**src/include/dcache_macros.svh**
```systemverilog
`ifndef DCACHE_MACROS_SVH
`define DCACHE_MACROS_SVH

// cache geometry
`define DC_WAYS 4
`define DC_SETS 16
`define DC_WORDS 4

// bus widths
`define DC_ADDR_W 32
`define DC_DATA_W 32

// address split, two low bits select the byte
`define DC_INDEX_W ($clog2(`DC_SETS))
`define DC_OFFSET_W ($clog2(`DC_WORDS))
`define DC_TAG_W (`DC_ADDR_W - `DC_INDEX_W - `DC_OFFSET_W - 2)

`endif

```
**src/logic/dcache_pkg.sv**
```systemverilog
`default_nettype none

`include "dcache_macros.svh"

package dcache_pkg;

	// field view of a byte address
	typedef struct packed {
		logic [`DC_TAG_W-1:0] tag;
		logic [`DC_INDEX_W-1:0] index;
		logic [`DC_OFFSET_W-1:0] offset;
		logic [1:0] byte_off;
	} addr_fields_t;

	// raw word on the bus, fields for the lookup
	typedef union packed {
		logic [`DC_ADDR_W-1:0] raw;
		addr_fields_t f;
	} cache_addr_u;

	typedef struct packed {
		logic valid;
		logic [`DC_TAG_W-1:0] tag;
	} tag_entry_t;

	typedef logic [1:0] way_t;

	// bit 0 root, bit 1 ways 0-1, bit 2 ways 2-3
	typedef logic [2:0] plru_t;

	typedef enum logic [2:0] {
		SWEEP,
		IDLE,
		LOOKUP,
		WRITEBACK,
		REFILL
	} ctrl_state_e;

endpackage

`default_nettype wire

```
**src/logic/tag_store.sv**
```systemverilog
`default_nettype none

`include "dcache_macros.svh"

module tag_store (
	input logic i_clk,
	input logic i_rst,
	input logic [`DC_INDEX_W-1:0] i_rd_index,
	input logic i_we,
	input dcache_pkg::way_t i_way,
	input logic [`DC_INDEX_W-1:0] i_wr_index,
	input dcache_pkg::tag_entry_t i_wdata,
	output dcache_pkg::tag_entry_t [`DC_WAYS-1:0] o_tags,
	output logic o_sweeping
);

	dcache_pkg::tag_entry_t mem [`DC_WAYS][`DC_SETS];
	logic [`DC_INDEX_W-1:0] sweep_cnt;

	// one set per cycle after reset
	always_ff @(posedge i_clk) begin
		if (i_rst) begin
			sweep_cnt <= '0;
			o_sweeping <= 1'b1;
		end else if (o_sweeping) begin
			sweep_cnt <= sweep_cnt + 1'b1;
			if (&sweep_cnt)
				o_sweeping <= 1'b0;
		end
	end

	always_ff @(posedge i_clk) begin
		if (o_sweeping) begin
			for (int w = 0; w < `DC_WAYS; w++)
				mem[w][sweep_cnt] <= '0;
		end else if (i_we) begin
			mem[i_way][i_wr_index] <= i_wdata;
		end

		// write-first so the replay after a refill sees the new tag
		for (int w = 0; w < `DC_WAYS; w++) begin
			if (!o_sweeping && i_we && i_way == dcache_pkg::way_t'(w) &&
				i_wr_index == i_rd_index)
				o_tags[w] <= i_wdata;
			else
				o_tags[w] <= mem[w][i_rd_index];
		end
	end

endmodule

`default_nettype wire

```
**config.mk**
```make
export PLATFORM = sky130hd
export DESIGN_NAME = tag_store
export DESIGN_NICKNAME = d
export VERILOG_FILES = /design/src/logic/dcache_pkg.sv /design/src/logic/tag_store.sv
export VERILOG_INCLUDE_DIRS = /design/src /design/src/include
export SDC_FILE = /design/constraint.sdc
export NUM_CORES = 2
export LEC_CHECK = 0
export BUFFER_PORTS_ARGS = -buffer_cell sky130_fd_sc_hd__buf_2
export CAP_MARGIN = 20
export CORE_ASPECT_RATIO = 1.75
export CORE_MARGIN = 4
export CORE_UTILIZATION = 35
export CTS_CLUSTER_DIAMETER = 200
export DETAILED_ROUTE_END_ITERATION = 8
export PLACE_DENSITY = 0.61
export SYNTH_ARGS = -nofsm -noshare
export SYNTH_HDL_FRONTEND = slang
export SYNTH_SLANG_ARGS = --single-unit
```
**constraint.sdc**
```tcl
create_clock -name i_clk -period 7.5 [get_ports i_clk]
set_clock_uncertainty 0.2 [all_clocks]
set_input_delay 0.75 -clock i_clk [delete_from_list [all_inputs] [get_ports i_clk]]
set_output_delay 0.75 -clock i_clk [all_outputs]
set_load 0.01 [all_outputs]
```
==> impl_metrics.xml <==
<?xml version="1.0" encoding="UTF-8"?>
<metrics>
  <group name="yosys">
    <metric name="synth_top_flop_cell" unit="">sky130_fd_sc_hd__edfxtp_1</metric>
    <metric name="synth_nets" unit="">4404</metric>
    <metric name="yosys_warnings" unit="">0</metric>
    <metric name="yosys.cell_types.count" unit="">46</metric>
    <metric name="synth_area_per_cell" unit="µm²">16.2</metric>
    <metric name="postSynth.asyncResetShare" unit="">0</metric>
    <metric name="syn_area" unit="µm²">70500</metric>
    <metric name="number_of_enable_flip_flop_cells_after_synthesis" unit="">1600</metric>
    <metric name="post_synthesis_instance_total" unit="">4362</metric>
    <metric name="synth.yosys.seq_area_share" unit="">0.711</metric>
    <metric name="flip_flop_and_latch_count_after_synthesis" unit="">1705</metric>
  </group>
  <group name="place">
    <metric name="gp_congestion" unit="">0.800</metric>
    <metric name="port-buffer-count" unit="">138</metric>
    <metric name="dp_slack" unit="ns">2.65</metric>
    <metric name="dp.final_hpwl" unit="µm">121000</metric>
    <metric name="placed_area" unit="µm²">74500</metric>
  </group>
  <group name="global_routing">
    <metric name="groute.usage.overall" unit="">0.190</metric>
    <metric name="maximum_number_of_pins_on_one_net_before_global_route_repair" unit="">98</metric>
    <metric name="first_global_vias" unit="">40613</metric>
    <metric name="global_route_total_overflow" unit="">0</metric>
    <metric name="grt_first_pass_wirelength" unit="µm">290000</metric>
    <metric name="antenna_found_initial" unit="">14</metric>
  </group>
  <group name="clock_tree">
    <metric name="cts_max_level" unit="">4</metric>
    <metric name="cts_num_sinks" unit="">1705</metric>
    <metric name="clock_root_buffer" unit="">sky130_fd_sc_hd__clkbuf_16</metric>
    <metric name="worst_setup_hold_path_clk_slew" unit="ns">0.07</metric>
    <metric name="number_of_gates_resized_after_cts" unit="">0</metric>
    <metric name="tritoncts" unit="">yes</metric>
    <metric name="clock_tree.buffer_depth" unit="">4</metric>
    <metric name="cts_buffers" unit="">155</metric>
    <metric name="clock_latency_on_the_worst_skew_pair" unit="ns">0.79</metric>
  </group>
  <group name="critical_path">
    <metric name="worstPathArrival" unit="ns">4.74</metric>
    <metric name="critPathBufInv" unit="">0</metric>
    <metric name="cp.required" unit="ns">7.70</metric>
    <metric name="critical-path-top-cell-by-count" unit="">sky130_fd_sc_hd__nand2_2</metric>
    <metric name="r2r.worst_path.cells" unit="">4</metric>
    <metric name="r2r-end" unit="">mem[0][142]$_SDFFCE_PN0P_</metric>
    <metric name="critPathTopFamily" unit="">simple AND/OR/NAND/NOR gates</metric>
    <metric name="setup.worst_path.end_class" unit="">register</metric>
    <metric name="setup.reg_to_reg.worst_slack" unit="ns">2.96</metric>
    <metric name="cp_slowest_stage_delay" unit="ns">1.02</metric>
    <metric name="largest_driver_fanout_on_the_critical_path" unit="">29</metric>
    <metric name="timing.critical_path.from_type" unit="">register</metric>
    <metric name="worstReg2RegStart" unit="">o_sweeping$_SDFF_PP1_</metric>
    <metric name="cpMaxStageDelayCell" unit="">sky130_fd_sc_hd__nand4bb_1</metric>
    <metric name="critical_path.cell_chain" unit="">nand4bb_1, o21ai_1, nand2_2, nand2_2</metric>
    <metric name="path_class" unit="">reg -&gt; reg</metric>
  </group>
  <group name="final_layout">
    <metric name="final_cell_area" unit="µm²">79500</metric>
    <metric name="synthToLayoutAreaGrowth" unit="%">12.7</metric>
    <metric name="drive_gt1_frac" unit="">0.224</metric>
    <metric name="fillers" unit="">18016</metric>
    <metric name="multi_input_comb_area" unit="µm²">18900</metric>
    <metric name="finish.net_count" unit="">4442</metric>
    <metric name="final_core_utilization" unit="">0.397</metric>
    <metric name="area.sequential" unit="µm²">50100</metric>
  </group>
  <group name="timing">
    <metric name="report.final.setup_viol" unit="">0</metric>
    <metric name="final_hold_viol_count" unit="">0</metric>
    <metric name="report.final.slew_viol_count" unit="">0</metric>
    <metric name="maxClockFrequency" unit="GHz">0.220</metric>
    <metric name="rsz0062_at_grt" unit="">no</metric>
    <metric name="max-slew-margin-rel" unit="">0.265</metric>
    <metric name="post-route-worst-setup-slack" unit="ns">2.96</metric>
    <metric name="post-route-min-period" unit="ns">4.54</metric>
    <metric name="tightestPinTransition" unit="ns">1.10</metric>
    <metric name="finalCritPeriodShare" unit="">0.605</metric>
    <metric name="setup-tns-final" unit="ns">0</metric>
  </group>
  <group name="drt">
    <metric name="drtAntennaViolNets" unit="">0</metric>
    <metric name="wl" unit="µm">202000</metric>
    <metric name="drtPass1Iterations" unit="">6</metric>
    <metric name="drc" unit="">0</metric>
    <metric name="post_drt_via_cell_ratio" unit="">5.50</metric>
    <metric name="post_drt_wl_per_cell" unit="µm">28.3</metric>
    <metric name="drtIter0Drc" unit="">3857</metric>
    <metric name="detailroute.via_count" unit="">39344</metric>
  </group>
  <group name="die">
    <metric name="chipHeight" unit="µm">602</metric>
    <metric name="design.core.area" unit="µm²">200000</metric>
    <metric name="die-area" unit="µm²">209000</metric>
    <metric name="placementRows" unit="">217</metric>
    <metric name="floorplan.die.width" unit="µm">347</metric>
    <metric name="start_util" unit="">0.353</metric>
    <metric name="design.portCount" unit="">139</metric>
  </group>
  <group name="min_path">
    <metric name="hold-path-endpoint" unit="">o_tags[0]$_DFF_P_</metric>
    <metric name="hold_path_class" unit="">in -&gt; reg</metric>
    <metric name="worstHoldStart" unit="">i_wdata[0]</metric>
    <metric name="holdPathStages" unit="">3</metric>
  </group>
  <group name="power">
    <metric name="max-vdd-ir-drop" unit="V">0.000144</metric>
    <metric name="power_density" unit="nW/µm²">246</metric>
    <metric name="totalPowerFinal" unit="W">0.0196</metric>
    <metric name="leak" unit="nW">23.5</metric>
  </group>
  <group name="job">
    <metric name="timing.max_cap.violations" unit="">0</metric>
  </group>
  <group name="run_status">
    <metric name="run_status" unit="">complete, no violations</metric>
  </group>
</metrics>
[per-stage QoR]
stage	hold slack [ns]	std cells
floorplan	0.329	4362
global placement	0.369	6856
detailed placement	0.372	6864
CTS	0.285	7136
global route	0.346	7143
finish	0.354	7147
[placed cells by master, fill, tap and decap left out, drive strengths merged, types with 4 or more instances in the layout]
master,count
and2,355
clkbuf,194
mux4,400
inv,33
nor2b,19
nand4,5
dfxtp,105
edfxtp,1600
diode,5
a22o,75
a221oi,75
nand4b,9
clkinv,51
nor2,824
nand3,77
nand2,121
bufinv,12
clkinvlp,9
buf,287
ha,4
a22oi,50
nand4bb,4
and3,50
o21ai,104
xor2,6
mux2,25
[cells in the mapped netlist, types with 2 or more instances]
master                         n  area [µm²]
sky130_fd_sc_hd__a22oi_1      50         375
sky130_fd_sc_hd__nand2_1     117         439
sky130_fd_sc_hd__mux4_2      400        9010
sky130_fd_sc_hd__mux2_1        4        45.0
sky130_fd_sc_hd__nand4_1       5        31.3
sky130_fd_sc_hd__nand4b_1      9        78.8
sky130_fd_sc_hd__edfxtp_1   1600       48000
sky130_fd_sc_hd__or4bb_1       2        22.5
sky130_fd_sc_hd__buf_6        11         124
sky130_fd_sc_hd__buf_1        29         109
sky130_fd_sc_hd__inv_1        28         105
sky130_fd_sc_hd__nand4bb_1     4        45.0
sky130_fd_sc_hd__a22o_1       75         657
sky130_fd_sc_hd__buf_2        54         270
sky130_fd_sc_hd__nand3b_1      2        15.0
sky130_fd_sc_hd__o21ai_1      64         320
sky130_fd_sc_hd__clkbuf_1    298        1120
sky130_fd_sc_hd__mux2_2       21         236
sky130_fd_sc_hd__and2_1      352        2200
sky130_fd_sc_hd__nor2_2        4        25.0
sky130_fd_sc_hd__dfxtp_1     105        2100
sky130_fd_sc_hd__ha_1          4        50.1
sky130_fd_sc_hd__nor2_1      820        3080
sky130_fd_sc_hd__nand2b_1      3        18.8
sky130_fd_sc_hd__buf_4        15         113
sky130_fd_sc_hd__o21ai_0      38         190
sky130_fd_sc_hd__xor2_1        6        52.6
sky130_fd_sc_hd__and3_1       50         313
sky130_fd_sc_hd__nand2_2       4        25.0
sky130_fd_sc_hd__and2_0        3        18.8
sky130_fd_sc_hd__a221oi_1     75         657
sky130_fd_sc_hd__nand3_1      77         385
sky130_fd_sc_hd__nor2b_1      19         119
sky130_fd_sc_hd__o21ai_2       2        17.5
[registers in the layout, summed over array words and instances (netlist names)]
register / count
mem: 1600
o_sweeping: 1
o_tags: 100
sweep_cnt: 4
[tightest hold or removal path: cells and delay by family]
family	cells	cell delay [ns]
and+or+nand+nor	1	0.15
buffers and inverters	1	0.30
AOI/OAI and AO/OA	1	0.07
[report_power, final]
| group | internal (W) | leakage [nW] | total, W | switching [W] |
|---|---|---|---|---|
| sequential | 0.0106 | 14.1 | 0.0107 | 0.000104 |
| combinational | 0.000395 | 7.00 | 0.00105 | 0.000658 |
| clock | 0.00436 | 2.38 | 0.00785 | 0.00349 |
| total | 0.0153 | 23.5 | 0.0196 | 0.00425 |
[routing by layer]
metal  part of all wire  vias to the layer above  global-route usage
li1                   -                    16526                   -
met1               0.35                    20679               0.224
met2               0.53                     1715               0.342
met3              0.071                      418              0.0276
met4              0.049                        6              0.0843
met5            0.00021                        -                   0
[cell families (layout without fill, tap and decap cells)]
| logic type | Yosys count | in the layout | share of synthesized area |
|---|---|---|---|
| DFF | 1705 | 1705 | 0.711 |
| buffers and inverters | 435 | 587 | 0.0261 |
| adders and majority gates | 4 | 4 | 0.000710 |
| and+or+nand+nor | 1478 | 1478 | 0.0978 |
| other | 0 | 5 | 0 |
| xor gates and xnor gates | 7 | 7 | 0.000869 |
| AOI/OAI and AO/OA | 307 | 307 | 0.0317 |
| muxes | 426 | 426 | 0.132 |
[how the worst max path moves through the flow]
stage                               start                         to  slack [ns]  depth (start not counted)
finish              o_sweeping$_SDFF_PP1_  mem[0][142]$_SDFFCE_PN0P_        2.96                          4
global route        o_sweeping$_SDFF_PP1_  mem[0][136]$_SDFFCE_PN0P_        2.86                          4
CTS                 o_sweeping$_SDFF_PP1_  mem[1][117]$_SDFFCE_PN0P_        2.83                          4
detailed placement          i_wr_index[2]  mem[1][108]$_SDFFCE_PN0P_        2.65                          5
global placement            i_wr_index[2]  mem[1][184]$_SDFFCE_PN0P_        2.64                          5
floorplan                   i_wr_index[2]  mem[2][300]$_SDFFCE_PN0P_        3.56                          3
[layout make-up]
cell class | instances | share of cell area
Sequential cell | 1705 | 0.631
Multi-Input combinational cell | 2222 | 0.238
Clock buffer | 194 | 0.0523
Tap cell | 2628 | 0.0413
Timing Repair Buffer | 288 | 0.0272
Clock inverter | 77 | 0.00920
Inverter | 28 | 0.00132
Antenna cell | 5 | 0.000157
[repair_timing]
action | CTS | global route
setup buffers | 0 | 0
endpoints found under the hold margin | 4 | 0
setup endpoints to repair | 0 | 0
hold buffers | 1 | 0
No activity file was read; power rests on OpenSTA's default activity.
