File: src/include/dcache_macros.svh
`ifndef DCACHE_MACROS_SVH
`define DCACHE_MACROS_SVH

// cache geometry
`define DC_WAYS 4
`define DC_SETS 16
`define DC_WORDS 4

// bus widths
`define DC_ADDR_W 32
`define DC_DATA_W 32

// address split, two low bits select the byte
`define DC_INDEX_W ($clog2(`DC_SETS))
`define DC_OFFSET_W ($clog2(`DC_WORDS))
`define DC_TAG_W (`DC_ADDR_W - `DC_INDEX_W - `DC_OFFSET_W - 2)

`endif

File: src/logic/dcache_pkg.sv
`default_nettype none

`include "dcache_macros.svh"

package dcache_pkg;

	// field view of a byte address
	typedef struct packed {
		logic [`DC_TAG_W-1:0] tag;
		logic [`DC_INDEX_W-1:0] index;
		logic [`DC_OFFSET_W-1:0] offset;
		logic [1:0] byte_off;
	} addr_fields_t;

	// raw word on the bus, fields for the lookup
	typedef union packed {
		logic [`DC_ADDR_W-1:0] raw;
		addr_fields_t f;
	} cache_addr_u;

	typedef struct packed {
		logic valid;
		logic [`DC_TAG_W-1:0] tag;
	} tag_entry_t;

	typedef logic [1:0] way_t;

	// bit 0 root, bit 1 ways 0-1, bit 2 ways 2-3
	typedef logic [2:0] plru_t;

	typedef enum logic [2:0] {
		SWEEP,
		IDLE,
		LOOKUP,
		WRITEBACK,
		REFILL
	} ctrl_state_e;

endpackage

`default_nettype wire

File: src/logic/plru_tree.sv
`default_nettype none

`include "dcache_macros.svh"

module plru_tree (
	input logic i_clk,
	input logic i_rst,
	input logic [`DC_INDEX_W-1:0] i_index,
	input logic i_touch,
	input dcache_pkg::way_t i_way,
	output dcache_pkg::way_t o_victim
);

	dcache_pkg::plru_t bits_q [`DC_SETS];
	dcache_pkg::plru_t cur;

	assign cur = bits_q[i_index];

	// follow root, then the pair bit
	assign o_victim = cur[0] ? {1'b1, cur[2]} : {1'b0, cur[1]};

	always_ff @(posedge i_clk) begin
		if (i_rst) begin
			for (int s = 0; s < `DC_SETS; s++)
				bits_q[s] <= '0;
		end else if (i_touch) begin
			// point away from the accessed way
			if (!i_way[1]) begin
				bits_q[i_index][0] <= 1'b1;
				bits_q[i_index][1] <= ~i_way[0];
			end else begin
				bits_q[i_index][0] <= 1'b0;
				bits_q[i_index][2] <= ~i_way[0];
			end
		end
	end

endmodule

`default_nettype wire

File: config.mk
export PLATFORM = sky130hd
export DESIGN_NAME = plru_tree
export DESIGN_NICKNAME = d
export VERILOG_FILES = /design/src/logic/dcache_pkg.sv /design/src/logic/plru_tree.sv
export VERILOG_INCLUDE_DIRS = /design/src /design/src/include
export SDC_FILE = /design/constraint.sdc
export NUM_CORES = 1
export LEC_CHECK = 0
export BUFFER_PORTS_ARGS = -buffer_cell sky130_fd_sc_hd__clkbuf_2
export CAP_MARGIN = 20
export CORE_MARGIN = 5
export CORE_UTILIZATION = 45
export CTS_CLUSTER_DIAMETER = 30
export CTS_CLUSTER_SIZE = 12
export DETAILED_ROUTE_END_ITERATION = 10
export SLEW_MARGIN = 20
export SYNTH_ARGS = -nofsm -noshare
export SYNTH_HDL_FRONTEND = slang
export SYNTH_SLANG_ARGS = --single-unit
File: constraint.sdc
create_clock -name i_clk -period 1.9 [get_ports i_clk]
set_input_delay 0.38 -clock i_clk [delete_from_list [all_inputs] [get_ports i_clk]]
set_output_delay 0.38 -clock i_clk [all_outputs]
set_load 0.1 [all_outputs]
==> results.md, run 1 <==
* Status: finished with violations
* Failing checks: setup timing
* Most used DFF post-synth: edfxtp_1
* WHS at 0.5665 ns
* CTS Buf Count at 5
* Layout area overhead at 19.55%
* Most numerous cell in the Yosys netlist: edfxtp_1
* Ys Warns at 0
* GRT Util Overall at 17.52%
* Die area at 0.007524 mm²
* Worst hold start: i_way[0]
* Starting Density at 45.57%
* FF+latch area at 0.001441 mm²
* Detailed Place HPWL at 4099 µm
* Pin count of the biggest net entering global routing at 49
* Share of post-route cells with drive strength above 1 at 36.72%
* H-tree depth at 2
* Setup TNS at -0.6909 ns
* Setup crit end kind: output pin
* DRC at 0
* Via density at 5.574
* Cell family with most CP delay: multiplexers
* Fin nets at 264
* Synth Register Bits at 48
* P_sw at 0.5816 mW
* Pwr/cell area at 713.0 mW/mm²
* Synth area leaders: edfxtp_1 54%, mux4_2 5.9%, mux4_1 5.0%
* WL/cell at 17.84 µm
* Startpoint Class: primary input
* Hold EP: bits_q[2][1]
* Commonest cells post-synth: 48 x edfxtp_1, 34 x nor2_1, 19 x clkbuf_1, 16 x nor3_1, 13 x or2_2
* Number of synthesized flops with an enable pin at 48
* Largest register FFs at 48
* Core ar. at 0.005816 mm²
* Critical path's most frequent cell: buf_12
* Internal at 1.677 mW
* Clock Power Share at 26.2%
* Clock sink count at 48
* Cell area after placement at 0.003033 mm²
* Met1 wire length at 2616 µm
* Most flops, register: bits_q
* Initial antenna violation count at 0
* Top layer reached by signal wires: met4
* Worst Tran Pin Value at 0.5165 ns
* Worst Path Required at 1.52 ns
* Relative slew slack at 65.57%
* Setup ws final at -0.4500 ns
* Met3 WL post-DR at 342 µm
* Maximum vdd drop at 319.4 µV
* Seq pwr share at 54.9%
* Final Max Slew Viols at 0
* DR WL met2 at 2868 µm
* Fill cells at 530
* Count of different cell masters after synthesis at 25
* Top-area cell type share of the netlist area at 54.39%
* Antenna Nets Post-Route at 0
* Number of global-route vias before repair at 1859
* Largest area contributor in the netlist: edfxtp_1
* First-pass GRT wire length at 9887 µm
* Die Ht at 86.74 µm
* Antenna Cells at 0
* Reg clk slew, reported paths at 0.09 ns
* Grt ovf at 0
* DRT Pass-1 Iters at 4
* Final instance area at 0.003168 mm²
* CTS tree: yes
* Syn nets at 230
* Post-Syn Instances at 221
* CP arrival at 1.97 ns
* RSZ-0062 raised after global routing: true
* CP bufs+invs at 4
* Iter 0 DRT Violations at 220
* Hold crit path type: in2reg
* Syn Area/Cell at 11.99 µm²
* Clock Tree Buf Depth at 2
* Cells along the critical path: clkbuf_8 > buf_12 > buf_4 > mux4_2 > a22oi_2 > nand2_1 > mux2_4 > buf_12
* PortBufs at 10
* Leakage at 1.165 nW
* Final hold vios at 0
* Max-cap viol count at 0
* Multi-input logic area at 0.001092 mm²
* Comb power frac at 18.9%
* Period minus WS final at 2.350 ns
* CP max FO at 7
* CP Class: in2out
* Final Util at 54.47%
* WHS Path Cells at 3
* Routability cong. at 0.8241
* Standard-cell rows at 28
* Final worst path period share at 123.7%
* Largest registers: bits_q x48
* Finish-stage setup viols at 2
* Post-synthesis sequential area ratio at 54.39%
* Net Sw Frac at 25.75%
* Die X at 86.74 µm
* I/O pin cnt at 11
* Via Count at 1845
* Critical Path Slowest Stage Cell: mux4_2
* Max Freq at 425.5 MHz
* Synth Cell Area at 0.002650 mm²
* Final Power at 2.259 mW
* Crit-path max cell delay at 0.51 ns
* CTS root buf: clkbuf_8
* Total wire length at 5905 µm
* Async S/R FF share, synth at 0%
-- metrics by stage --
stage	setup WS, ns	std cells
finish	-0.4500	331
global route	-0.5007	331
CTS	-0.4605	331
detailed placement	-0.4935	320
global placement	-0.4629	320
floorplan	-0.4852	221
-- worst max-delay path by stage --
stage	to	startpoint	depth (start not counted)
4_1_cts	o_victim[0]	bits_q[10][0]	5
3_3_place_gp	o_victim[0]	i_index[0]	8
5_1_grt	o_victim[0]	bits_q[10][0]	5
3_5_place_dp	o_victim[0]	i_index[0]	8
6_report	o_victim[0]	i_index[0]	8
2_1_floorplan	o_victim[0]	i_index[0]	6
-- power by group through the flow --
stage                     Combinational [mW]  Clock [mW]  Sequential (mW)
final                                  0.428       0.592             1.24
after global routing                   0.456       0.656             1.24
after CTS                              0.425       0.594             1.24
after detailed placement               0.406           0             1.26
after global placement                 0.401           0             1.27
after floorplan                        0.270           0             1.25
-- repair_timing --
action,CTS,global route
hold buffers,0,0
resized for setup,9,2
gates cloned,1,0
buffers inserted,2,0
pin swaps,4,2
setup endpoints to repair,2,2
-- cell usage in the layout (no fill, tap or decap) --
| cell | count |
|---|---|
| nand3_1 | 11 |
| nand3b_1 | 1 |
| clkbuf_1 | 2 |
| nand2_1 | 8 |
| a22oi_1 | 1 |
| edfxtp_1 | 48 |
| nor2b_1 | 5 |
| a41o_1 | 11 |
| nand2_4 | 1 |
| buf_6 | 1 |
| a22oi_2 | 5 |
| and2_0 | 1 |
| clkbuf_8 | 6 |
| clkbuf_2 | 7 |
| o21bai_1 | 9 |
| and2_1 | 1 |
| buf_4 | 39 |
| nand2b_1 | 12 |
| clkinv_1 | 1 |
| a31o_2 | 5 |
| nor3_1 | 16 |
| buf_16 | 1 |
| nor2_1 | 34 |
| or2_2 | 13 |
| mux4_2 | 11 |
| mux4_1 | 1 |
| mux2_4 | 1 |
| buf_12 | 4 |
-- cell families after synthesis --
kind of cell,after synthesis,synth area share (%)
AND/OR/NAND/NOR,103,19.12
flip-flops,48,54.39
AO/OA/AOI/OAI,31,10.25
buffers and inverters,26,4.769
multiplexers,13,11.47
-- layout make-up --
cell class	count	share of cell area, %
Timing Repair Buffer	53	14.53
Sequential cell	48	45.50
Clock buffer	7	2.409
Tap cell	75	2.962
Multi-Input combinational cell	147	34.48
Clock inverter	1	0.1185
-- per-layer routing --
layer | vias up | track usage, %
li1 | 893 | -
met1 | 895 | 23.92
met2 | 50 | 28.30
met3 | 7 | 3.802
met4 | 0 | 4.816
met5 | - | 0
-- tightest hold or removal path, cell delays in order --
cell,delay [ns]
clkbuf_2,0.10
buf_4,0.17
nor3_1,0.06
Power figures use the tool's default switching activity.
==> run 2: changes to the inputs <==
Settings changed: RECOVER_POWER set to 25.
==> results.md, run 2 (same netlist as run 1, synthesis figures left out) <==
* Setup crit end kind: output pin
* CTS root buf: clkbuf_8
* Pwr/cell area at 717.2 mW/mm²
* Critical path's most frequent cell: buf_12
* Iter 0 DRT Violations at 152
* Startpoint Class: primary input
* Crit-path max cell delay at 0.51 ns
* Final Max Slew Viols at 0
* CTS tree: yes
* Die area at 0.007524 mm²
* Status: finished with violations
* Final Util at 53.98%
* CP Class: in2out
* Total wire length at 5915 µm
* Clock sink count at 48
* WL/cell at 17.87 µm
* Fin cells at 331
* CTS Buf Count at 5
* Largest registers: bits_q x48
* Starting Density at 45.57%
* Cells along the critical path: clkbuf_8 > buf_12 > buf_4 > mux4_2 > a22oi_2 > nand2_1 > mux2_4 > buf_12
* H-tree depth at 2
* Initial antenna violation count at 0
* Most common cell after layout, fill and taps aside: edfxtp_1
* Leakage at 1.133 nW
* Setup ws final at -0.4511 ns
* Fin nets at 264
* Pin count of the biggest net entering global routing at 49
* Setup TNS at -0.6885 ns
* DRC at 0
* Fill cells at 538
* GRT Util Overall at 17.52%
* Core ar. at 0.005816 mm²
* Detailed Place HPWL at 4099 µm
* Maximum vdd drop at 318.8 µV
* CP arrival at 1.97 ns
* First-pass GRT wire length at 9887 µm
* Via Count at 1868
* CTS Hold Bufs at 0
* WHS at 0.5587 ns
* Die X at 86.74 µm
* RSZ-0062 raised after global routing: true
* Antenna Cells at 0
* Largest register FFs at 48
* Period minus WS final at 2.351 ns
* PortBufs at 10
* Most flops, register: bits_q
* Layout area overhead at 18.46%
* CP max FO at 7
* Inst Count DP at 320
* Standard-cell rows at 28
* Worst Path Required at 1.52 ns
* Routability cong. at 0.8241
* Reg clk slew, reported paths at 0.09 ns
* Worst Tran Pin Value at 0.5218 ns
* Hold crit path type: in2reg
* Clock Tree Buf Depth at 2
* Max-cap viol count at 0
* Failing checks: setup timing
* Number of global-route vias before repair at 1859
* Die Ht at 86.74 µm
* Final hold vios at 0
* Final worst path period share at 123.7%
* Finish-stage setup viols at 2
* Max Freq at 425.3 MHz
* Via density at 5.644
* Commonest cells after routing, fill and taps aside: 48 x edfxtp_1, 34 x nor2_1, 30 x buf_4
* Critical Path Slowest Stage Cell: mux4_2
* Share of post-route cells with drive strength above 1 at 33.20%
* I/O pin cnt at 11
* Antenna Nets Post-Route at 0
* Relative slew slack at 65.21%
* Grt ovf at 0
* DRT Pass-1 Iters at 4
* Final Power at 2.251 mW
## run 2: cell count changes in the layout (fill, tap and decap cells not counted), sizes merged
cell    delta
clkbuf     +9
buf        -9
## run 2: area by class of cell
type	instances	area [µm²]	share of cell area (%)
Clock buffer	7	76.32	2.431
Clock inverter	1	3.754	0.1196
Multi-Input combinational cell	147	1092	34.79
Sequential cell	48	1441	45.91
Tap cell	75	93.84	2.989
Timing Repair Buffer	53	431.7	13.75
## run 2: critical path, delay by kind of cell
kind	cells	cell delay, ns
AOI/OAI and AO/OA	1	0.19
buffers and inverters	4	0.56
muxes	2	0.78
and+or+nand+nor	1	0.07
## run 2: per-layer routing
layer	track usage (%)	part of all wire, %	vias to the layer above
li1	-	-	894
met1	23.92	44	916
met2	28.30	49	51
met3	3.802	5.8	7
met4	4.816	1.3	0
met5	0	0	-
## run 2: per-stage QoR
stage,worst slack [ns],instance area (µm²)
floorplan,-0.4852,2660
global placement,-0.4629,3033
detailed placement,-0.4935,3033
CTS,-0.4605,3158
global route,-0.5007,3139
finish,-0.4511,3139
## run 2: where the power goes
part           total [mW]  internal, mW  leakage (nW)  switching (mW)
Combinational       0.421         0.194         0.635           0.227
Clock               0.591         0.257        0.0399           0.334
Sequential           1.24          1.22         0.457          0.0188
## run 2: repair_timing
item | in CTS | in global routing
gates cloned | 1 | 0
setup buffers | 2 | 0
endpoints found under the setup margin | 2 | 2
pin swaps | 4 | 2
gates resized for setup | 9 | 2
## run 2: path summary, 6_finish.rpt
path	start	end	slack, ns	depth (start not counted)
worst max-delay path	i_index[0]	o_victim[0]	-0.45	8
worst min-delay path	i_way[0]	bits_q[2][1]	0.56	3
==> run 3: changes to the inputs <==
Clock period 1.9 ns to 2.4 ns, I/O delays scaled along.
==> results.md, run 3 (same netlist as run 1, synthesis figures left out) <==
* Status: finished with violations
* Failing checks: setup timing
* Commonest cells after routing, fill and taps aside: 48 x edfxtp_1, 34 x nor2_1, 18 x buf_4
* Crit-path max cell delay at 0.51 ns
* GRT Util Overall at 17.06%
* Die X at 86.74 µm
* CP arrival at 1.98 ns
* Hold crit path type: in2reg
* Worst Path Required at 1.92 ns
* Via density at 5.810
* Die area at 0.007524 mm²
* I/O pin cnt at 11
* Max Freq at 407.3 MHz
* Final Max Slew Viols at 0
* Core ar. at 0.005816 mm²
* CP Class: in2out
* Final Power at 1.780 mW
* Critical Path Slowest Stage Cell: mux4_2
* Comb power frac at 18.1%
* Inst Count DP at 305
* Largest registers: bits_q x48
* Relative slew slack at 69.62%
* DRT Pass-1 Iters at 4
* Pwr/cell area at 591.9 mW/mm²
* Share of post-route cells with drive strength above 1 at 30.42%
* Iter 0 DRT Violations at 264
* Fill cells at 531
* Fin nets at 248
* Standard-cell rows at 28
* Period minus WS final at 2.455 ns
* PortBufs at 10
* First-pass GRT wire length at 9611 µm
* CTS tree: yes
* Clock Power Share at 26.6%
* CTS Buf Count at 5
* Seq pwr share at 55.4%
* Pin count of the biggest net entering global routing at 49
* Routability cong. at 0.7904
* WL/cell at 19.11 µm
* Critical path's most frequent cell: buf_12
* Clock Tree Buf Depth at 2
* Setup TNS at -0.05509 ns
* Total wire length at 6020 µm
* Most flops, register: bits_q
* CTS root buf: clkbuf_8
* Net Sw Frac at 26.42%
* Clock sink count at 48
* Final worst path period share at 102.3%
* DRC at 0
* Detailed Place HPWL at 4205 µm
* Reg clk slew, reported paths at 0.09 ns
* CP max FO at 7
* Internal at 1.310 mW
* Worst Tran Pin Value at 0.4558 ns
* Worst hold start: i_way[0]
* Startpoint Class: primary input
* Cell area after placement at 0.002920 mm²
* Hold EP: bits_q[5][1]
* P_sw at 0.4704 mW
* Final instance area at 0.003008 mm²
* Antenna Nets Post-Route at 0
* CTS Hold Bufs at 0
* Starting Density at 45.57%
* H-tree depth at 2
* FF+latch area at 0.001441 mm²
* WHS Path Cells at 2
* Cells along the critical path: buf_8 > buf_12 > mux4_2 > a22oi_2 > nand2_4 > mux2_4 > buf_12
* Antenna Cells at 0
* Setup ws final at -0.05509 ns
* Most common cell after layout, fill and taps aside: edfxtp_1
* Fin cells at 315
* RSZ-0062 raised after global routing: true
* Largest register FFs at 48
* Maximum vdd drop at 283.1 µV
* Grt ovf at 0
* Initial antenna violation count at 0
* Via Count at 1830
* Max-cap viol count at 0
* Layout area overhead at 13.50%
* Number of global-route vias before repair at 1772
* Leakage at 1.068 nW
* Setup crit end kind: output pin
* Finish-stage setup viols at 1
* Die Ht at 86.74 µm
* Final hold vios at 0
* Multi-input logic area at 0.001087 mm²
## run 3: cell types whose count changed in the layout (fill, tap and decap cells not counted), sizes merged
cell and change:
buf -12, clkbuf -6, clkinv +2
## run 3: worst max-delay path by stage
stage / startpoint / end / cells after the start
2_1_floorplan: i_index[0] / o_victim[0] / 6
3_3_place_gp: i_index[0] / o_victim[0] / 7
3_5_place_dp: i_index[0] / o_victim[0] / 7
4_1_cts: i_index[0] / o_victim[0] / 7
5_1_grt: i_index[0] / o_victim[0] / 7
6_report: i_index[0] / o_victim[0] / 7
## run 3: repair_timing
action,4_1_cts,5_1_grt
resized for setup,4,6
endpoints found under the setup margin,2,1
setup buffers,1,1
pin swaps,2,4
## run 3: layout make-up
class / count / share of cell area, %
Sequential cell: 48 / 47.92
Clock buffer: 5 / 2.288
Clock inverter: 3 / 0.4576
Timing Repair Buffer: 37 / 10.07
Tap cell: 75 / 3.120
Multi-Input combinational cell: 147 / 36.15
## run 3: stage by stage
stage               hold WS [ns]  setup slack [ns]  util, %
global route              0.6383          -0.08963    51.72
finish                    0.6080          -0.05509    51.72
CTS                       0.6084           -0.1050    51.85
global placement          0.9368           -0.1681    50.22
floorplan                 0.7569           -0.1852        -
detailed placement        0.9340           -0.1888    50.22
## run 3: worst max-delay path: cells and delay by family
kind	cells	cell delay, ns
AO/OA/AOI/OAI	1	0.22
buffers and inverters	3	0.38
multiplexers	2	0.82
AND/OR/NAND/NOR	1	0.07
## run 3: power by group through the flow
| stage | clock network (mW) | logic [mW] | registers, mW |
|---|---|---|---|
| after detailed placement | 0 | 0.312 | 1.00 |
| final | 0.473 | 0.321 | 0.986 |
| after global placement | 0 | 0.309 | 1.01 |
| after CTS | 0.482 | 0.317 | 0.986 |
| after floorplan | 0 | 0.214 | 0.991 |
| after global routing | 0.517 | 0.340 | 0.989 |
## run 3: per-layer routing
layer / track usage (%) / up-vias / wire length, µm
li1: - / 857 / -
met3: 2.947 / 9 / 311
met5: 0 / - / 0
met4: 5.949 / 0 / 118
met1: 23.59 / 907 / 2647
met2: 27.19 / 57 / 2943
