==> src/include/dcache_macros.svh <==
`ifndef DCACHE_MACROS_SVH
`define DCACHE_MACROS_SVH

// cache geometry
`define DC_WAYS 4
`define DC_SETS 16
`define DC_WORDS 4

// bus widths
`define DC_ADDR_W 32
`define DC_DATA_W 32

// address split, two low bits select the byte
`define DC_INDEX_W ($clog2(`DC_SETS))
`define DC_OFFSET_W ($clog2(`DC_WORDS))
`define DC_TAG_W (`DC_ADDR_W - `DC_INDEX_W - `DC_OFFSET_W - 2)

`endif

==> src/logic/dcache_pkg.sv <==
`default_nettype none

`include "dcache_macros.svh"

package dcache_pkg;

	// field view of a byte address
	typedef struct packed {
		logic [`DC_TAG_W-1:0] tag;
		logic [`DC_INDEX_W-1:0] index;
		logic [`DC_OFFSET_W-1:0] offset;
		logic [1:0] byte_off;
	} addr_fields_t;

	// raw word on the bus, fields for the lookup
	typedef union packed {
		logic [`DC_ADDR_W-1:0] raw;
		addr_fields_t f;
	} cache_addr_u;

	typedef struct packed {
		logic valid;
		logic [`DC_TAG_W-1:0] tag;
	} tag_entry_t;

	typedef logic [1:0] way_t;

	// bit 0 root, bit 1 ways 0-1, bit 2 ways 2-3
	typedef logic [2:0] plru_t;

	typedef enum logic [2:0] {
		SWEEP,
		IDLE,
		LOOKUP,
		WRITEBACK,
		REFILL
	} ctrl_state_e;

endpackage

`default_nettype wire

==> src/logic/mem_line_if.sv <==
`default_nettype none

`include "dcache_macros.svh"

// line transfer between controller and bus master
interface mem_line_if;
	logic start;
	logic write;
	logic [`DC_ADDR_W-1:0] line_addr;
	logic [`DC_DATA_W-1:0] wdata;
	logic [`DC_OFFSET_W-1:0] word_idx;
	logic rvalid;
	logic [`DC_DATA_W-1:0] rdata;
	logic done;

	modport ctrl (output start, write, line_addr, wdata,
		input word_idx, rvalid, rdata, done);
	modport master (input start, write, line_addr, wdata,
		output word_idx, rvalid, rdata, done);
endinterface

`default_nettype wire

==> src/logic/axi_lite_master.sv <==
`default_nettype none

`include "dcache_macros.svh"

module axi_lite_master (
	input logic i_clk,
	input logic i_rst,

	mem_line_if.master mif,

	output logic [`DC_ADDR_W-1:0] o_m_awaddr,
	output logic o_m_awvalid,
	input logic i_m_awready,
	output logic [`DC_DATA_W-1:0] o_m_wdata,
	output logic [`DC_DATA_W/8-1:0] o_m_wstrb,
	output logic o_m_wvalid,
	input logic i_m_wready,
	input logic i_m_bvalid,
	output logic o_m_bready,
	output logic [`DC_ADDR_W-1:0] o_m_araddr,
	output logic o_m_arvalid,
	input logic i_m_arready,
	input logic [`DC_DATA_W-1:0] i_m_rdata,
	input logic i_m_rvalid,
	output logic o_m_rready
);

	localparam logic [1:0] M_IDLE = 2'd0;
	localparam logic [1:0] M_PREP = 2'd1;
	localparam logic [1:0] M_XFER = 2'd2;

	logic [1:0] state;
	logic write_q, done_q;
	logic [`DC_OFFSET_W-1:0] word_idx_q;
	dcache_pkg::cache_addr_u base_q, cur_addr;
	logic b_hs, r_hs;

	// word address inside the line
	always_comb begin
		cur_addr = base_q;
		cur_addr.f.offset = word_idx_q;
		cur_addr.f.byte_off = 2'b00;
	end

	assign o_m_awaddr = cur_addr.raw;
	assign o_m_araddr = cur_addr.raw;
	// registered store read, stable while wvalid waits
	assign o_m_wdata = mif.wdata;
	assign o_m_wstrb = '1;
	assign o_m_bready = state == M_XFER && write_q;
	assign o_m_rready = state == M_XFER && !write_q;

	assign b_hs = i_m_bvalid && o_m_bready;
	assign r_hs = i_m_rvalid && o_m_rready;

	assign mif.word_idx = word_idx_q;
	assign mif.rvalid = r_hs;
	assign mif.rdata = i_m_rdata;
	assign mif.done = done_q;

	always_ff @(posedge i_clk) begin
		if (i_rst) begin
			state <= M_IDLE;
			word_idx_q <= '0;
			o_m_awvalid <= 1'b0;
			o_m_wvalid <= 1'b0;
			o_m_arvalid <= 1'b0;
			done_q <= 1'b0;
		end else begin
			done_q <= 1'b0;
			case (state)
				M_IDLE:
					if (mif.start) begin
						write_q <= mif.write;
						base_q.raw <= mif.line_addr;
						word_idx_q <= '0;
						state <= M_PREP;
					end
				// gives the data store a cycle to present the word
				M_PREP: begin
					o_m_awvalid <= write_q;
					o_m_wvalid <= write_q;
					o_m_arvalid <= !write_q;
					state <= M_XFER;
				end
				M_XFER: begin
					if (o_m_awvalid && i_m_awready)
						o_m_awvalid <= 1'b0;
					if (o_m_wvalid && i_m_wready)
						o_m_wvalid <= 1'b0;
					if (o_m_arvalid && i_m_arready)
						o_m_arvalid <= 1'b0;
					if (b_hs || r_hs) begin
						if (&word_idx_q) begin
							done_q <= 1'b1;
							state <= M_IDLE;
						end else begin
							word_idx_q <= word_idx_q + 1'b1;
							state <= M_PREP;
						end
					end
				end
				default:
					state <= M_IDLE;
			endcase
		end
	end

endmodule

`default_nettype wire

==> src/flat_wrapper.sv <==
// flat-port wrapper written by rule: the top's interface ports become plain ports
module axi_lite_master_flat 
  (i_clk, i_rst, o_m_awaddr, o_m_awvalid, i_m_awready, o_m_wdata, o_m_wstrb, o_m_wvalid, i_m_wready, i_m_bvalid, o_m_bready, o_m_araddr, o_m_arvalid, i_m_arready, i_m_rdata, i_m_rvalid, o_m_rready, mif_start, mif_write, mif_line_addr, mif_wdata, mif_word_idx, mif_rvalid, mif_rdata, mif_done);
  mem_line_if mif_i ();
  input logic i_clk;
  input logic i_rst;
  output logic [`DC_ADDR_W-1:0] o_m_awaddr;
  output logic o_m_awvalid;
  input logic i_m_awready;
  output logic [`DC_DATA_W-1:0] o_m_wdata;
  output logic [`DC_DATA_W/8-1:0] o_m_wstrb;
  output logic o_m_wvalid;
  input logic i_m_wready;
  input logic i_m_bvalid;
  output logic o_m_bready;
  output logic [`DC_ADDR_W-1:0] o_m_araddr;
  output logic o_m_arvalid;
  input logic i_m_arready;
  input logic [`DC_DATA_W-1:0] i_m_rdata;
  input logic i_m_rvalid;
  output logic o_m_rready;
  input wire logic [$bits(mif_i.start)-1:0] mif_start;
  input wire logic [$bits(mif_i.write)-1:0] mif_write;
  input wire logic [$bits(mif_i.line_addr)-1:0] mif_line_addr;
  input wire logic [$bits(mif_i.wdata)-1:0] mif_wdata;
  output wire logic [$bits(mif_i.word_idx)-1:0] mif_word_idx;
  output wire logic [$bits(mif_i.rvalid)-1:0] mif_rvalid;
  output wire logic [$bits(mif_i.rdata)-1:0] mif_rdata;
  output wire logic [$bits(mif_i.done)-1:0] mif_done;
  assign mif_i.start = mif_start;
  assign mif_i.write = mif_write;
  assign mif_i.line_addr = mif_line_addr;
  assign mif_i.wdata = mif_wdata;
  assign mif_word_idx = mif_i.word_idx;
  assign mif_rvalid = mif_i.rvalid;
  assign mif_rdata = mif_i.rdata;
  assign mif_done = mif_i.done;
  axi_lite_master u_core (.i_clk(i_clk), .i_rst(i_rst), .mif(mif_i), .o_m_awaddr(o_m_awaddr), .o_m_awvalid(o_m_awvalid), .i_m_awready(i_m_awready), .o_m_wdata(o_m_wdata), .o_m_wstrb(o_m_wstrb), .o_m_wvalid(o_m_wvalid), .i_m_wready(i_m_wready), .i_m_bvalid(i_m_bvalid), .o_m_bready(o_m_bready), .o_m_araddr(o_m_araddr), .o_m_arvalid(o_m_arvalid), .i_m_arready(i_m_arready), .i_m_rdata(i_m_rdata), .i_m_rvalid(i_m_rvalid), .o_m_rready(o_m_rready));
endmodule
==> config.mk <==
export PLATFORM = sky130hd
export DESIGN_NAME = axi_lite_master_flat
export DESIGN_NICKNAME = d
export VERILOG_FILES = /design/src/logic/dcache_pkg.sv /design/src/logic/mem_line_if.sv /design/src/logic/axi_lite_master.sv /design/src/flat_wrapper.sv
export VERILOG_INCLUDE_DIRS = /design/src /design/src/include
export SDC_FILE = /design/constraint.sdc
export NUM_CORES = 1
export LEC_CHECK = 0
export BUFFER_PORTS_ARGS = -buffer_cell sky130_fd_sc_hd__buf_4
export CORE_AREA = 2 2 97 99
export CTS_CLUSTER_SIZE = 12
export DETAILED_ROUTE_END_ITERATION = 10
export DIE_AREA = 0 0 99 101
export SLEW_MARGIN = 10
export SYNTH_ARGS = -nofsm -noshare
export SYNTH_HDL_FRONTEND = slang
export SYNTH_SLANG_ARGS = --single-unit
==> constraint.sdc <==
create_clock -name i_clk -period 2.9 [get_ports i_clk]
set_input_delay 0.87 -clock i_clk [delete_from_list [all_inputs] [get_ports i_clk]]
set_output_delay 0.87 -clock i_clk [all_outputs]
set_load 0.02 [all_outputs]
==> impl_metrics.yaml, run 1 <==
run_status:
  status: "complete, no violations"
clocking:
  clockBufferDepth: 2
  cts_resized: 0
  cts.htree.levels: 2
  postCtsHoldBufs: 0
  cts_tree: "yes"
  path_clk_slew_ns: 0.07
  worstSkewPairLatency_ns: 0.28
  cts_sinks: 37
  postCtsSetupRepairBufs: 0
  cts_root_buf: "clkbuf_8"
  cts_made_buffers: 5
die:
  die_x_um: 99
  core_um2: 8977
  die_area_um2: 9999
  io_pins: 246
  rows: 35
  start_util_pct: 22.86
  die_h_um: 101
timing:
  finalHoldViolations: 0
  timing.hold.ws_ns: 0.5012
  finalCritPeriodShare_pct: 75.73
  setup_viol: 0
  min_period_ns: 2.196
  max_freq_ghz: 0.4554
  finalSetupTns_ns: 0
  report.final.slew_viol_count: 0
  clock_skew_ns: 0.005222
  rsz0062_at_grt: "no"
power:
  leakagePower_nw: 1.021
  power_density_nw_per_um2: 497.8
  peakVddDrop_mv: 0.2166
placed_design:
  port_buffers: 105
  hpwl_um: 3689
  place_congestion: 0.7022
drt:
  drc: 0
  num_vias: 1112
  post_drt_wl_per_cell_um: 14.81
  drt_first_pass_iters: 4
  avgViaCountPerCell: 3.646
  drt_wl_total_um: 4518
  drt_iter0_markers: 19
  antenna_left: 0
yosys:
  synth.most_common_cell: "buf_4"
  netlist_area_um2: 2052
  ys_async_sr_fraction_pct: 0
  synth_top_area_share_pct: 42.44
  synth_ff_type: "edfxtp_1"
  synth_largest_area_cell: "edfxtp_1"
  netlist_top_cells_area: "edfxtp_1, buf_4, dfxtp_1"
  synth_common_cells: "buf_4, edfxtp_1, dfxtp_1"
  avgSynthCellArea_um2: 11.53
  synth_seq_area_share_pct: 50.24
  ys_warn_count: 0
  synth.distinct_cells: 27
  ys_ff_latch: 37
  synth_edf_count: 29
  synth_cells: 178
final_layout:
  syn_to_final_growth_pct: 13.11
  drive_gt1_share_pct: 60.82
  antenna_cells: 0
  postLayoutCoreUtil_pct: 25.85
  nNetsFinal: 299
worst_setup_path:
  path_cells: "nor2b_1 -> and3_1 -> buf_4"
  reg2reg_to: "u_core.base_q[9]"
  cp.arrival_ns: 1.33
  cp-endpoint: "mif_rvalid"
  startpoint: "u_core.state[1]"
  path_class: "flop to output port"
  path_depth: 3
  max_stage_delay_ns: 0.42
  crit_path_start_kind: "flop"
  cpLargestDelayFamily: "simple AND/OR/NAND/NOR gates"
  reg2reg_from: "u_core.state[0]"
  crit_required_ns: 2.03
  endpoint_kind: "output port"
  cp_max_fo: 8
  reg2reg_slack_ns: 1.32
  r2r_cells: 3
  crit_buf_inv: 1
  crit_slowest_cell: "dfxtp_1"
grt:
  grt_pass1_vias: 1084
  grt.overflow.total: 0
  track_usage_pct: 8.271
  grt_max_degree: 17
  antenna_found_initial: 0
  grt_pass1_wl_um: 6051
run:
  drv_cap: 0
min_path:
  hold_path_class: "flop to flop"
==> cell type report <==
class | count | area [µm²]
clock inverters | 3 | 12.51
multi-input cells | 39 | 255.2
inverters | 3 | 11.26
clock buffers | 5 | 68.82
fillers | 958 | 6656
repair buffers | 107 | 803.3
well taps | 111 | 138.9
flip-flops and latches | 37 | 1031
==> worst min path at each step <==
stage	from	endpoint	slack, ns	cells past startpoint
6_report	u_core.o_m_awvalid	u_core.o_m_awvalid	0.50	2
5_1_grt	u_core.o_m_awvalid	u_core.o_m_awvalid	0.55	2
4_1_cts	u_core.o_m_awvalid	u_core.o_m_awvalid	0.50	2
3_5_place_dp	u_core.o_m_awvalid	u_core.o_m_awvalid	0.49	2
3_3_place_gp	u_core.o_m_awvalid	u_core.o_m_awvalid	0.49	2
2_1_floorplan	u_core.state[1]	u_core.o_m_awvalid	0.50	1
==> flip-flops by register name (all words and copies together), names as in the netlist <==
name	count
u_core.base_q	28
u_core.mif.word_idx	2
u_core.o_m_arvalid	1
u_core.write_q	1
u_core.o_m_wvalid	1
u_core.o_m_awvalid	1
u_core.mif.done	1
u_core.state	2
==> worst reg2reg max path: stages (launching register included) <==
cell and delay (ns):
dfxtp_1 0.38, or3b_2 0.53, nor2_4 0.11, buf_4 0.25
==> per-stage QoR <==
stage                     setup WS, ns  total power [mW]  cell area (µm²)  std cells
after floorplan                 0.3801            0.8810             2077        184
after global placement          0.7419            0.8307             2240        297
after detailed placement        0.7292            0.8342             2240        297
after CTS                       0.6870             1.180             2321        305
after global routing            0.5829             1.223             2321        305
final                           0.7039             1.155             2321        305
==> placed cells by master (no fill, tap or decap), drive strengths merged, types with 2 or more instances in the layout <==
| master | count |
|---|---|
| or3b | 3 |
| clkbuf | 5 |
| conb | 8 |
| a211oi | 2 |
| inv | 3 |
| nor2 | 6 |
| or2b | 2 |
| buf | 107 |
| o211ai | 2 |
| edfxtp | 29 |
| dfxtp | 8 |
| clkinv | 3 |
| a21oi | 3 |
==> cell families (layout without fill, tap and decap cells) <==
group | count (synthesis) | count (layout) | synth area share, %
buf+inv | 108 | 118 | 38.78
flops | 37 | 37 | 50.24
simple gates | 17 | 17 | 5.427
compound gates | 12 | 12 | 3.902
other cells | 2 | 8 | 0.3660
fa+ha+maj | 1 | 1 | 0.6097
mux | 1 | 1 | 0.6706
==> layer usage <==
metal	vias up	wire, µm	track usage (%)
li1	505	-	-
met1	499	1497	8.187
met2	84	2298	13.72
met3	24	556	4.300
met4	0	165	5.163
met5	-	0	0
==> power breakdown <==
part,switching [mW],internal [mW],total (mW)
clock,0.175,0.162,0.337
combinational,0.106,0.0933,0.200
sequential,0.0173,0.602,0.619
total,0.299,0.857,1.16
Note: power is estimated with default switching activity, not from simulation.
==> inputs of run 2 (changes only) <==
- CORE_AREA: 2 2 97 99 -> 2 2 95 97
- DIE_AREA: 0 0 99 101 -> 0 0 97 99
- clock period: 2.9 -> 2.25 ns (I/O delays scaled with it)
==> impl_metrics.yaml, run 2 (same netlist as run 1, synthesis figures left out) <==
run_status:
  status: "complete, no violations"
worst_setup_path:
  cp.arrival_ns: 1.39
  crit_path_start_kind: "flop"
  max_stage_delay_ns: 0.43
  reg2reg_to: "u_core.base_q[24]"
  crit_buf_inv: 1
  endpoint_kind: "output port"
  cpLargestDelayFamily: "simple AND/OR/NAND/NOR gates"
  path_class: "flop to output port"
  reg2reg_slack_ns: 0.71
  reg2reg_from: "u_core.state[1]"
  r2r_cells: 3
  path_cells: "nor2b_1 -> and3_1 -> buf_4"
  cp_max_fo: 8
  crit_required_ns: 1.57
  crit_slowest_cell: "dfxtp_1"
final_layout:
  syn_to_final_growth_pct: 14.15
  antenna_cells: 0
  regMostFlops: "u_core.base_q"
  final_cell_mix: "buf_4, edfxtp_1, conb_1, dfxtp_1"
  postLayoutCoreUtil_pct: 27.39
  layout_commonest_cell: "buf_4"
  largest_register_ffs: 28
  fin_area_um2: 2342
  nNetsFinal: 299
  drive_gt1_share_pct: 61.86
timing:
  clock_skew_ns: 0.006447
  finalHoldViolations: 0
  finalSetupTns_ns: 0
  fin_ws_ns: 0.1837
  min_period_ns: 2.066
  rsz0062_at_grt: "no"
  max_freq_ghz: 0.4840
  setup_viol: 0
  finalCritPeriodShare_pct: 91.83
  report.final.slew_viol_count: 0
drt:
  drt_iter0_markers: 17
  avgViaCountPerCell: 3.725
  drt_wl_total_um: 4255
  drt_first_pass_iters: 3
  drc: 0
  antenna_left: 0
  post_drt_wl_per_cell_um: 14.09
  num_vias: 1125
clocking:
  postCtsHoldBufs: 0
  cts_resized: 0
  cts_sinks: 37
  cts_root_buf: "clkbuf_8"
  worstSkewPairLatency_ns: 0.29
  cts_made_buffers: 5
  cts.htree.levels: 2
  clockBufferDepth: 2
  postCtsSetupRepairBufs: 0
  cts_tree: "yes"
  path_clk_slew_ns: 0.09
die:
  die_x_um: 97
  core_um2: 8551
  die_area_um2: 9603
  start_util_pct: 24.00
  io_pins: 246
  rows: 34
  die_h_um: 99
placed_design:
  pre_cts_slack_ns: 0.3175
  hpwl_um: 3468
  port_buffers: 105
  placed_cell_area_um2: 2248
  place_congestion: 0.7405
power:
  p_sw_share_pct: 27.59
  p_seq_share_pct: 51.3
  peakVddDrop_mv: 0.1943
  leakagePower_nw: 1.026
  combinationalPowerShare_pct: 16.8
  power_frac_clock_pct: 31.9
  p_int_mw: 1.124
  power_density_nw_per_um2: 662.7
  p_sw_mw: 0.4282
grt:
  grt.overflow.total: 0
  grt_max_degree: 26
  grt_pass1_vias: 1141
  grt_pass1_wl_um: 6134
  track_usage_pct: 8.542
  antenna_found_initial: 0
min_path:
  holdPathStages: 2
  hold_path_class: "flop to flop"
  min_from: "u_core.o_m_wvalid"
  min_to: "u_core.o_m_wvalid"
run:
  drv_cap: 0
[run 2: cell types whose count changed in the layout (fill, tap and decap cells not counted)]
cell	previous run	this run
buf_12	0	1
buf_4	107	106
clkinv_1	2	0
clkinv_2	1	0
clkinvlp_4	0	1
inv_6	0	2
[run 2: cell type report]
cell class,count,area (µm²)
fill,888,6208
sequential,37,1031
timing repair buffer,107,815.8
multi-input combinational,39,255.2
tap,108,135.1
clock buffer,5,68.82
clock inverter,3,25.02
inverter,3,11.26
[run 2: tightest hold or removal path, delay by kind of cell, from the launching register on]
family / cells / cell delay (ns)
compound gates: 1 / 0.05
simple gates: 1 / 0.10
flops: 1 / 0.32
[run 2: worst max path at each step]
| stage | depth (start not counted) | slack (ns) | endpoint | start |
|---|---|---|---|---|
| final | 3 | 0.18 | mif_rvalid | u_core.state[1] |
| after global routing | 3 | 0.08 | mif_rvalid | u_core.state[1] |
| after CTS | 3 | 0.18 | mif_rvalid | u_core.state[1] |
| after detailed placement | 4 | 0.32 | u_core.base_q[28] | mif_start |
| after global placement | 4 | 0.33 | u_core.base_q[18] | mif_start |
| after floorplan | 2 | 0.23 | u_core.base_q[10] | mif_start |
[run 2: power groups by stage]
stage | Sequential, mW | Clock (mW) | Combinational, mW
2_1_floorplan | 0.843 | 0 | 0.293
3_3_place_gp | 0.812 | 0 | 0.263
3_5_place_dp | 0.813 | 0 | 0.265
4_1_cts | 0.798 | 0.534 | 0.265
5_1_grt | 0.802 | 0.556 | 0.276
6_report | 0.797 | 0.495 | 0.261
[run 2: per-stage QoR]
step	hold WS (ns)	total power, mW	instances
2_1_floorplan	0.4956	1.137	184
3_3_place_gp	0.4940	1.074	294
3_5_place_dp	0.4904	1.079	294
4_1_cts	0.5060	1.597	302
5_1_grt	0.5227	1.634	302
6_report	0.5036	1.552	302
[run 2: per-layer routing]
metal	wire, µm	GRT usage, %	part of all wire [%]
met4	344	9.317	8.1
met2	2096	13.09	49
met3	444	3.901	10
met5	0	0	0
met1	1370	8.095	32
